[config.mk]
export PLATFORM = sky130hd
export DESIGN_NAME = exu_top
export DESIGN_NICKNAME = d
export VERILOG_FILES = /design/src/common/exu_pkg.sv /design/src/design/issue_ctrl.sv /design/src/design/reg_bank.sv /design/src/exec/alu_unit.sv /design/src/exec/mul_pipe.sv /design/src/design/wb_stage.sv /design/src/design/exu_top.sv
export VERILOG_INCLUDE_DIRS = /design/src /design/src/common
export SDC_FILE = /design/constraint.sdc
export NUM_CORES = 2
export LEC_CHECK = 0
export BUFFER_PORTS_ARGS = -buffer_cell sky130_fd_sc_hd__buf_2
export CELL_PAD_IN_SITES_DETAIL_PLACEMENT = 0
export CELL_PAD_IN_SITES_GLOBAL_PLACEMENT = 1
export CORE_UTILIZATION = 48
export CTS_CLUSTER_DIAMETER = 200
export DETAILED_ROUTE_END_ITERATION = 10
export GPL_ROUTABILITY_DRIVEN = 0
export PLACE_DENSITY = 0.74
export REMOVE_ABC_BUFFERS = 1
export SLEW_MARGIN = 40
export SYNTH_ARGS = -nofsm -noshare
export SYNTH_HDL_FRONTEND = slang
export SYNTH_SLANG_ARGS = --single-unit
export TNS_END_PERCENT = 100
[constraint.sdc]
create_clock -name clk_i -period 8.7 [get_ports clk_i]
set_clock_uncertainty 0.15 [all_clocks]
set_input_delay 2.61 -clock clk_i [delete_from_list [all_inputs] [get_ports clk_i]]
set_output_delay 2.61 -clock clk_i [all_outputs]
set_load 0.02 [all_outputs]
[src/common/exu_macros.svh]
`ifndef EXU_MACROS_SVH
`define EXU_MACROS_SVH

// ============================================================
// Datapath and register file
// ============================================================
`define EXU_DATA_W     32
`define EXU_NREGS      32
`define EXU_REG_W      5

// ============================================================
// Execution units
// ============================================================
// Depth of the multiply pipe, equal to its latency
`define EXU_MUL_STAGES 5

// Low bits of rs2 used by the shift
`define EXU_SHAMT_W    5

`endif

[src/common/exu_pkg.sv]
`default_nettype none

`include "exu_macros.svh"

package exu_pkg;

  // Operand, result or immediate
  typedef logic [`EXU_DATA_W-1:0] data_t;

  // Architectural register index
  typedef logic [`EXU_REG_W-1:0] reg_idx_t;

  // Opcodes of the back end
  typedef enum logic [2:0] {
    OP_LI  = 3'd0,
    OP_ADD = 3'd1,
    OP_SUB = 3'd2,
    OP_AND = 3'd3,
    OP_OR  = 3'd4,
    OP_XOR = 3'd5,
    OP_SLL = 3'd6,
    OP_MUL = 3'd7
  } op_e;

endpackage

`default_nettype wire

[src/design/issue_ctrl.sv]
`timescale 1ns/1ps
`default_nettype none

`include "exu_macros.svh"

module issue_ctrl (
  input  logic              clk_i,
  input  logic              rst_i,

  input  logic              issue_valid_i,
  output logic              issue_ready_o,
  input  exu_pkg::op_e      issue_op_i,
  input  exu_pkg::reg_idx_t issue_rd_i,
  input  exu_pkg::reg_idx_t issue_rs1_i,
  input  exu_pkg::reg_idx_t issue_rs2_i,
  input  exu_pkg::data_t    issue_imm_i,

  input  exu_pkg::data_t    rs1_data_i,
  input  exu_pkg::data_t    rs2_data_i,

  input  logic              mul_stage4_busy_i,

  input  logic              clr_valid_i,
  input  exu_pkg::reg_idx_t clr_rd_i,

  output logic              alu_start_o,
  output logic              mul_start_o,
  output exu_pkg::op_e      ex_op_o,
  output exu_pkg::reg_idx_t ex_rd_o,
  output exu_pkg::data_t    ex_a_o,
  output exu_pkg::data_t    ex_b_o
);

  logic [`EXU_NREGS-1:0] pending_q;
  logic [`EXU_NREGS-1:0] set_mask;
  logic [`EXU_NREGS-1:0] clr_mask;
  logic                  is_mul;
  logic                  uses_src;
  logic                  src_hazard;
  logic                  dst_hazard;
  logic                  wb_conflict;
  logic                  accept;

  // ============================================================
  // Hazard check
  // ============================================================
  assign is_mul   = (issue_op_i == exu_pkg::OP_MUL);
  assign uses_src = (issue_op_i != exu_pkg::OP_LI);

  // r0 is never pending, so its reads never stall
  assign src_hazard  = uses_src && (pending_q[issue_rs1_i] || pending_q[issue_rs2_i]);
  assign dst_hazard  = pending_q[issue_rd_i];

  // ALU result would meet the multiply leaving stage five
  assign wb_conflict = !is_mul && mul_stage4_busy_i;

  assign issue_ready_o = !(src_hazard || dst_hazard || wb_conflict);
  assign accept        = issue_valid_i && issue_ready_o;

  // ============================================================
  // Dispatch
  // ============================================================
  assign alu_start_o = accept && !is_mul;
  assign mul_start_o = accept && is_mul;
  assign ex_op_o     = issue_op_i;
  assign ex_rd_o     = issue_rd_i;
  assign ex_a_o      = uses_src ? rs1_data_i : issue_imm_i;
  assign ex_b_o      = rs2_data_i;

  // Scoreboard update
  always_comb begin
    set_mask = '0;
    clr_mask = '0;
    if (accept && (issue_rd_i != '0)) begin
      set_mask[issue_rd_i] = 1'b1;
    end
    if (clr_valid_i) begin
      clr_mask[clr_rd_i] = 1'b1;
    end
  end

  always_ff @(posedge clk_i) begin
    if (!rst_i) begin
      pending_q <= '0;
    end else begin
      pending_q <= (pending_q & ~clr_mask) | set_mask;
    end
  end

  // A register being written back is never claimed again in that cycle
  a_no_set_clr: assert property (@(posedge clk_i) disable iff (!rst_i)
    (set_mask & clr_mask) == '0);

endmodule

`default_nettype wire

[src/design/reg_bank.sv]
`timescale 1ns/1ps
`default_nettype none

`include "exu_macros.svh"

module reg_bank (
  input  logic              clk_i,
  input  logic              rst_i,

  input  exu_pkg::reg_idx_t rd_a_i,
  input  exu_pkg::reg_idx_t rd_b_i,
  output exu_pkg::data_t    rd_a_data_o,
  output exu_pkg::data_t    rd_b_data_o,

  input  logic              wr_en_i,
  input  exu_pkg::reg_idx_t wr_idx_i,
  input  exu_pkg::data_t    wr_data_i
);

  exu_pkg::data_t regs_q [`EXU_NREGS];

  always_ff @(posedge clk_i) begin
    if (!rst_i) begin
      for (int i = 0; i < `EXU_NREGS; i++) begin
        regs_q[i] <= '0;
      end
    end else if (wr_en_i && (wr_idx_i != '0)) begin
      regs_q[wr_idx_i] <= wr_data_i;
    end
  end

  // Hardwired zero register, no write bypass
  assign rd_a_data_o = (rd_a_i == '0) ? '0 : regs_q[rd_a_i];
  assign rd_b_data_o = (rd_b_i == '0) ? '0 : regs_q[rd_b_i];

endmodule

`default_nettype wire

[src/exec/alu_unit.sv]
`timescale 1ns/1ps
`default_nettype none

`include "exu_macros.svh"

module alu_unit (
  input  logic              clk_i,
  input  logic              rst_i,

  input  logic              start_i,
  input  exu_pkg::op_e      op_i,
  input  exu_pkg::reg_idx_t rd_i,
  input  exu_pkg::data_t    a_i,
  input  exu_pkg::data_t    b_i,

  output logic              res_valid_o,
  output exu_pkg::reg_idx_t res_rd_o,
  output exu_pkg::data_t    res_data_o
);

  exu_pkg::data_t result;

  // ============================================================
  // Single-cycle operations
  // ============================================================
  always_comb begin
    case (op_i)
      exu_pkg::OP_LI:  result = a_i;
      exu_pkg::OP_ADD: result = a_i + b_i;
      exu_pkg::OP_SUB: result = a_i - b_i;
      exu_pkg::OP_AND: result = a_i & b_i;
      exu_pkg::OP_OR:  result = a_i | b_i;
      exu_pkg::OP_XOR: result = a_i ^ b_i;
      exu_pkg::OP_SLL: result = a_i << b_i[`EXU_SHAMT_W-1:0];
      default:         result = '0;
    endcase
  end

  // Result register
  always_ff @(posedge clk_i) begin
    if (!rst_i) begin
      res_valid_o <= 1'b0;
    end else begin
      res_valid_o <= start_i;
    end
  end

  always_ff @(posedge clk_i) begin
    if (start_i) begin
      res_rd_o   <= rd_i;
      res_data_o <= result;
    end
  end

  // Multiplies are routed to the multiply pipe only
  a_no_mul: assert property (@(posedge clk_i) disable iff (!rst_i)
    start_i |-> (op_i != exu_pkg::OP_MUL));

endmodule

`default_nettype wire

[src/exec/mul_pipe.sv]
`timescale 1ns/1ps
`default_nettype none

`include "exu_macros.svh"

module mul_pipe (
  input  logic              clk_i,
  input  logic              rst_i,

  input  logic              start_i,
  input  exu_pkg::reg_idx_t rd_i,
  input  exu_pkg::data_t    a_i,
  input  exu_pkg::data_t    b_i,

  output logic              stage4_busy_o,

  output logic              res_valid_o,
  output exu_pkg::reg_idx_t res_rd_o,
  output exu_pkg::data_t    res_data_o
);

  // Stage one holds the operands
  logic              s1_valid_q;
  exu_pkg::reg_idx_t s1_rd_q;
  exu_pkg::data_t    s1_a_q;
  exu_pkg::data_t    s1_b_q;

  // Stages two to five carry the low half of the product
  logic              val_q  [2:`EXU_MUL_STAGES];
  exu_pkg::reg_idx_t rd_q   [2:`EXU_MUL_STAGES];
  exu_pkg::data_t    data_q [2:`EXU_MUL_STAGES];

  always_ff @(posedge clk_i) begin
    if (!rst_i) begin
      s1_valid_q <= 1'b0;
      for (int k = 2; k <= `EXU_MUL_STAGES; k++) begin
        val_q[k] <= 1'b0;
      end
    end else begin
      s1_valid_q <= start_i;
      val_q[2]   <= s1_valid_q;
      for (int k = 3; k <= `EXU_MUL_STAGES; k++) begin
        val_q[k] <= val_q[k-1];
      end
    end
  end

  always_ff @(posedge clk_i) begin
    if (start_i) begin
      s1_rd_q <= rd_i;
      s1_a_q  <= a_i;
      s1_b_q  <= b_i;
    end
    rd_q[2]   <= s1_rd_q;
    data_q[2] <= s1_a_q * s1_b_q;
    for (int k = 3; k <= `EXU_MUL_STAGES; k++) begin
      rd_q[k]   <= rd_q[k-1];
      data_q[k] <= data_q[k-1];
    end
  end

  // Stage four leaves for writeback on the next edge
  assign stage4_busy_o = val_q[`EXU_MUL_STAGES-1];

  assign res_valid_o = val_q[`EXU_MUL_STAGES];
  assign res_rd_o    = rd_q[`EXU_MUL_STAGES];
  assign res_data_o  = data_q[`EXU_MUL_STAGES];

endmodule

`default_nettype wire

[src/design/wb_stage.sv]
`timescale 1ns/1ps
`default_nettype none

module wb_stage (
  input  logic              clk_i,

  input  logic              alu_valid_i,
  input  exu_pkg::reg_idx_t alu_rd_i,
  input  exu_pkg::data_t    alu_data_i,

  input  logic              mul_valid_i,
  input  exu_pkg::reg_idx_t mul_rd_i,
  input  exu_pkg::data_t    mul_data_i,

  output logic              wr_en_o,
  output exu_pkg::reg_idx_t wr_idx_o,
  output exu_pkg::data_t    wr_data_o,

  output logic              wb_valid_o,
  output exu_pkg::reg_idx_t wb_rd_o,
  output exu_pkg::data_t    wb_data_o
);

  logic              any_valid;
  exu_pkg::reg_idx_t sel_rd;
  exu_pkg::data_t    sel_data;

  // Issue keeps the two sources apart, so a plain select is enough
  assign any_valid = alu_valid_i || mul_valid_i;
  assign sel_rd    = alu_valid_i ? alu_rd_i   : mul_rd_i;
  assign sel_data  = alu_valid_i ? alu_data_i : mul_data_i;

  // Writes to r0 are dropped
  assign wr_en_o   = any_valid && (sel_rd != '0);
  assign wr_idx_o  = sel_rd;
  assign wr_data_o = sel_data;

  assign wb_valid_o = wr_en_o;
  assign wb_rd_o    = sel_rd;
  assign wb_data_o  = sel_data;

  a_one_source: assert property (@(posedge clk_i)
    (alu_valid_i & mul_valid_i) !== 1'b1);

endmodule

`default_nettype wire

[src/design/exu_top.sv]
`timescale 1ns/1ps
`default_nettype none

module exu_top (
  input  logic              clk_i,
  input  logic              rst_i,

  input  logic              issue_valid_i,
  output logic              issue_ready_o,
  input  exu_pkg::op_e      issue_op_i,
  input  exu_pkg::reg_idx_t issue_rd_i,
  input  exu_pkg::reg_idx_t issue_rs1_i,
  input  exu_pkg::reg_idx_t issue_rs2_i,
  input  exu_pkg::data_t    issue_imm_i,

  output logic              wb_valid_o,
  output exu_pkg::reg_idx_t wb_rd_o,
  output exu_pkg::data_t    wb_data_o
);

  // Operands
  exu_pkg::data_t    rs1_data;
  exu_pkg::data_t    rs2_data;

  // Dispatch
  logic              alu_start;
  logic              mul_start;
  exu_pkg::op_e      ex_op;
  exu_pkg::reg_idx_t ex_rd;
  exu_pkg::data_t    ex_a;
  exu_pkg::data_t    ex_b;
  logic              mul_stage4_busy;

  // Results
  logic              alu_res_valid;
  exu_pkg::reg_idx_t alu_res_rd;
  exu_pkg::data_t    alu_res_data;
  logic              mul_res_valid;
  exu_pkg::reg_idx_t mul_res_rd;
  exu_pkg::data_t    mul_res_data;

  // Register write, also the scoreboard clear
  logic              wr_en;
  exu_pkg::reg_idx_t wr_idx;
  exu_pkg::data_t    wr_data;

  issue_ctrl u_issue (
    .clk_i             (clk_i),
    .rst_i             (rst_i),
    .issue_valid_i     (issue_valid_i),
    .issue_ready_o     (issue_ready_o),
    .issue_op_i        (issue_op_i),
    .issue_rd_i        (issue_rd_i),
    .issue_rs1_i       (issue_rs1_i),
    .issue_rs2_i       (issue_rs2_i),
    .issue_imm_i       (issue_imm_i),
    .rs1_data_i        (rs1_data),
    .rs2_data_i        (rs2_data),
    .mul_stage4_busy_i (mul_stage4_busy),
    .clr_valid_i       (wr_en),
    .clr_rd_i          (wr_idx),
    .alu_start_o       (alu_start),
    .mul_start_o       (mul_start),
    .ex_op_o           (ex_op),
    .ex_rd_o           (ex_rd),
    .ex_a_o            (ex_a),
    .ex_b_o            (ex_b)
  );

  reg_bank u_regs (
    .clk_i       (clk_i),
    .rst_i       (rst_i),
    .rd_a_i      (issue_rs1_i),
    .rd_b_i      (issue_rs2_i),
    .rd_a_data_o (rs1_data),
    .rd_b_data_o (rs2_data),
    .wr_en_i     (wr_en),
    .wr_idx_i    (wr_idx),
    .wr_data_i   (wr_data)
  );

  alu_unit u_alu (
    .clk_i       (clk_i),
    .rst_i       (rst_i),
    .start_i     (alu_start),
    .op_i        (ex_op),
    .rd_i        (ex_rd),
    .a_i         (ex_a),
    .b_i         (ex_b),
    .res_valid_o (alu_res_valid),
    .res_rd_o    (alu_res_rd),
    .res_data_o  (alu_res_data)
  );

  mul_pipe u_mul (
    .clk_i         (clk_i),
    .rst_i         (rst_i),
    .start_i       (mul_start),
    .rd_i          (ex_rd),
    .a_i           (ex_a),
    .b_i           (ex_b),
    .stage4_busy_o (mul_stage4_busy),
    .res_valid_o   (mul_res_valid),
    .res_rd_o      (mul_res_rd),
    .res_data_o    (mul_res_data)
  );

  wb_stage u_wb (
    .clk_i       (clk_i),
    .alu_valid_i (alu_res_valid),
    .alu_rd_i    (alu_res_rd),
    .alu_data_i  (alu_res_data),
    .mul_valid_i (mul_res_valid),
    .mul_rd_i    (mul_res_rd),
    .mul_data_i  (mul_res_data),
    .wr_en_o     (wr_en),
    .wr_idx_o    (wr_idx),
    .wr_data_o   (wr_data),
    .wb_valid_o  (wb_valid_o),
    .wb_rd_o     (wb_rd_o),
    .wb_data_o   (wb_data_o)
  );

endmodule

`default_nettype wire

==> results.py <==
metrics = {
    "final_layout": {
        "fillers": 14100,
        "finish.utilization_pct": 54.6,
        "final_design_area_no_fill_um2": 92500,
        "drive_gt1_share_pct": 21.3,
        "syn_to_final_growth_pct": 12.7,
        "nets": 7487,
    },
    "sta": {
        "grt_setup_unrepaired": "false",
        "tightest_slew_ns": 0.971,
        "fin_crit_sh_pct": 92.7,
        "slew_headroom_pct": 35.0,
        "setup_viol": 0,
        "tns_ns": 0,
        "whs_ns": 0.171,
        "slew_viol_final": 0,
        "fmax_mhz": 124,
        "period_minus_slack_ns": 8.06,
        "hold_violations": 0,
    },
    "setup_path": {
        "critPathTopFamily": "buffers and inverters",
        "required_ns": 5.94,
        "critPathCaptureType": "primary output",
        "crit_fanout": 19,
        "critical-path-max-stage-delay_ns": 0.55,
        "path_cells": "buf_4, buf_4, buf_4, mux4_2, mux4_2, nand2_1, a31oi_1, nor2_1, buf_2",
        "critical_path_class": "input port to primary output",
        "arrival_ns": 5.30,
        "cpMostUsedCell": "buf_4",
        "start_kind": "input port",
        "cp_num_buf_inv": 4,
        "critPathSlowestCell": "mux4_2",
    },
    "place": {
        "place_hpwl_mm": 205,
        "dpl-instance-area_um2": 87900,
        "port_buffers": 91,
    },
    "clock_tree": {
        "cts_setup_buffers": 0,
        "cts_made_buffers": 139,
        "path_clk_slew_ns": 0.07,
        "hold_buffers": 0,
        "cts_tree": "done",
        "clockRootBuffer": "clkbuf_16",
        "clk-insertion-delay-late_ns": 0.82,
        "cts-htree-levels": 4,
        "cts_buffer_depth": 3,
        "cts.sink_count": 1316,
        "cts_resized": 0,
    },
    "grt": {
        "grt_pass1_wl_mm": 434,
        "antenna_found_initial": 20,
        "track_usage_pct": 35.6,
        "grt_max_degree": 58,
        "grt-ovfl-total": 0,
        "grt_pass1_vias": 60000,
    },
    "yosys": {
        "avgSynthCellArea_um2": 12.5,
        "synthFlopType": "edfxtp_1",
        "post-synth-top-area-cell": "edfxtp_1",
        "yosysTopAreaCellShare_pct": 41.4,
        "synth_area_um2": 82000,
        "netlist_top_cells_count": "edfxtp_1 (1130), nor2_1 (1073), inv_1 (534)",
        "seq_area_frac_synth_pct": 45.9,
        "synth-seq-cells": 1316,
        "yosysMostFrequentCell": "edfxtp_1",
        "ys_types": 93,
        "ys_warn_count": 0,
        "netlist_top_cells_area": "edfxtp_1 (41%), mux4_2 (14%), fa_1 (10%), nor2_1 (4.9%), dfxtp_1 (4.5%)",
        "synthCells": 6582,
        "synth-async-reset-ratio_pct": 0,
        "synth_edf_count": 1130,
    },
    "die": {
        "die_w_um": 415,
        "start_util_pct": 48.4,
        "boundaryPins": 92,
        "core_area_um2": 169000,
        "rows": 151,
        "dieArea_um2": 173000,
        "die_y_um": 415,
    },
    "run_status": {
        "status": "finished clean",
    },
    "routing": {
        "vias": 59300,
        "firstDrtPassIters": 8,
        "drc": 0,
        "drt_iter0_drc": 8708,
        "routedWlPerCell_um": 33.5,
        "avgViaCountPerCell": 6.49,
        "drtAntennaViolNets": 0,
        "routed_wl_mm": 306,
    },
    "run": {
        "maxCapViolations": 0,
    },
    "power_and_ir_drop": {
        "ir_drop_v": 0.000453,
        "p_per_area_nw_per_um2": 259,
        "leakagePower_uw": 0.0370,
    },
    "hold_path": {
        "hold_class": "register to register",
    },
}
==> path summary, 6_finish.rpt <==
check	startpoint	to	slack, ns	cells past startpoint
min	u_mul.rd_q[2][1]	u_mul.rd_q[2][6]	0.17	0
max reg2reg	u_mul.s1_a_q[16]	u_mul.data_q[1][30]	0.93	23
min reg2reg	u_mul.rd_q[2][1]	u_mul.rd_q[2][6]	0.17	0
max	issue_rs2_i[2]	issue_ready_o	0.64	9
==> placed cells by master, fill, tap and decap left out, types with 20 or more instances in the layout <==
cell type,count
edfxtp_1,1130
nor2_1,1067
inv_1,533
mux4_2,513
buf_4,429
fa_1,409
nand2_1,384
and2_1,310
ha_1,221
mux2i_1,186
dfxtp_1,185
clkbuf_16,146
a21oi_1,122
xnor2_1,114
a22oi_1,92
buf_2,84
o22ai_1,74
o21ai_0,46
mux2_2,38
nand3_1,32
mux2i_4,32
conb_1,32
a221oi_1,31
nand2_2,31
a21o_1,30
buf_12,30
xor2_1,28
o21ai_4,28
a211oi_1,27
o211ai_1,27
clkinv_2,25
nor2b_1,23
o221ai_1,22
clkinv_1,21
clkbuf_1,21
nand2b_1,20
==> kinds of logic (layout without fill, tap and decap cells) <==
kind of cell             Yosys count  after routing  share of synthesized area [%]
buffers and inverters           1052           1351                           5.37
AND/OR/NAND/NOR                 1986           1986                           10.6
XOR/XNOR                         143            143                           1.54
AO/OA/AOI/OAI                    682            682                           5.83
multiplexers                     772            772                           17.4
other                              1             37                        0.00457
adder cells (fa/ha/maj)          630            630                           13.4
flip-flops                      1316           1316                           45.9
==> state kept, by name (all words and copies together), names as in the netlist <==
register / flops
u_mul.s1_valid_q: 1
u_issue.pending_q: 32
u_mul.data_q: 128
u_mul.s1_b_q: 32
u_alu.res_rd_o: 5
u_mul.s1_rd_q: 5
u_mul.rd_q: 20
u_alu.res_valid_o: 1
u_mul.val_q: 4
u_alu.res_data_o: 32
u_regs.regs_q: 1024
u_mul.s1_a_q: 32
==> area by class of cell <==
cell class,count,area (µm²),area share (%)
well taps,2218,2780,3.00
diodes,5,12.5,0.0135
multi-input cells,4245,41000,44.3
clock buffers,172,3790,4.10
repair buffers,564,4500,4.87
flip-flops and latches,1316,37700,40.7
clock inverters,77,722,0.781
inverters,538,2020,2.18
==> power by group <==
part / switching [µW] / internal (µW) / total, µW
sequential: 278 / 7480 / 7760
clock: 2590 / 3430 / 6020
combinational: 6120 / 4070 / 10200
==> stage by stage <==
stage | cells | power (µW) | worst slack, ns
after global placement | 8862 | 17800 | 0.130
final | 9135 | 24000 | 0.636
after floorplan | 6099 | 14100 | -1.58
after global routing | 9130 | 25200 | 0.444
after detailed placement | 8876 | 17800 | 0.104
after CTS | 9125 | 23900 | 0.655
==> metal layers <==
layer	vias to the layer above	share of wire (%)	global-route usage, %	routed length (µm)
met2	4349	45	54.9	139000
met3	1022	13	9.76	38400
met4	6	8.4	25.3	25700
li1	23900	-	-	-
met1	30100	34	43.3	103000
met5	-	0.013	0	40
Note: power is estimated with default switching activity, not from simulation.
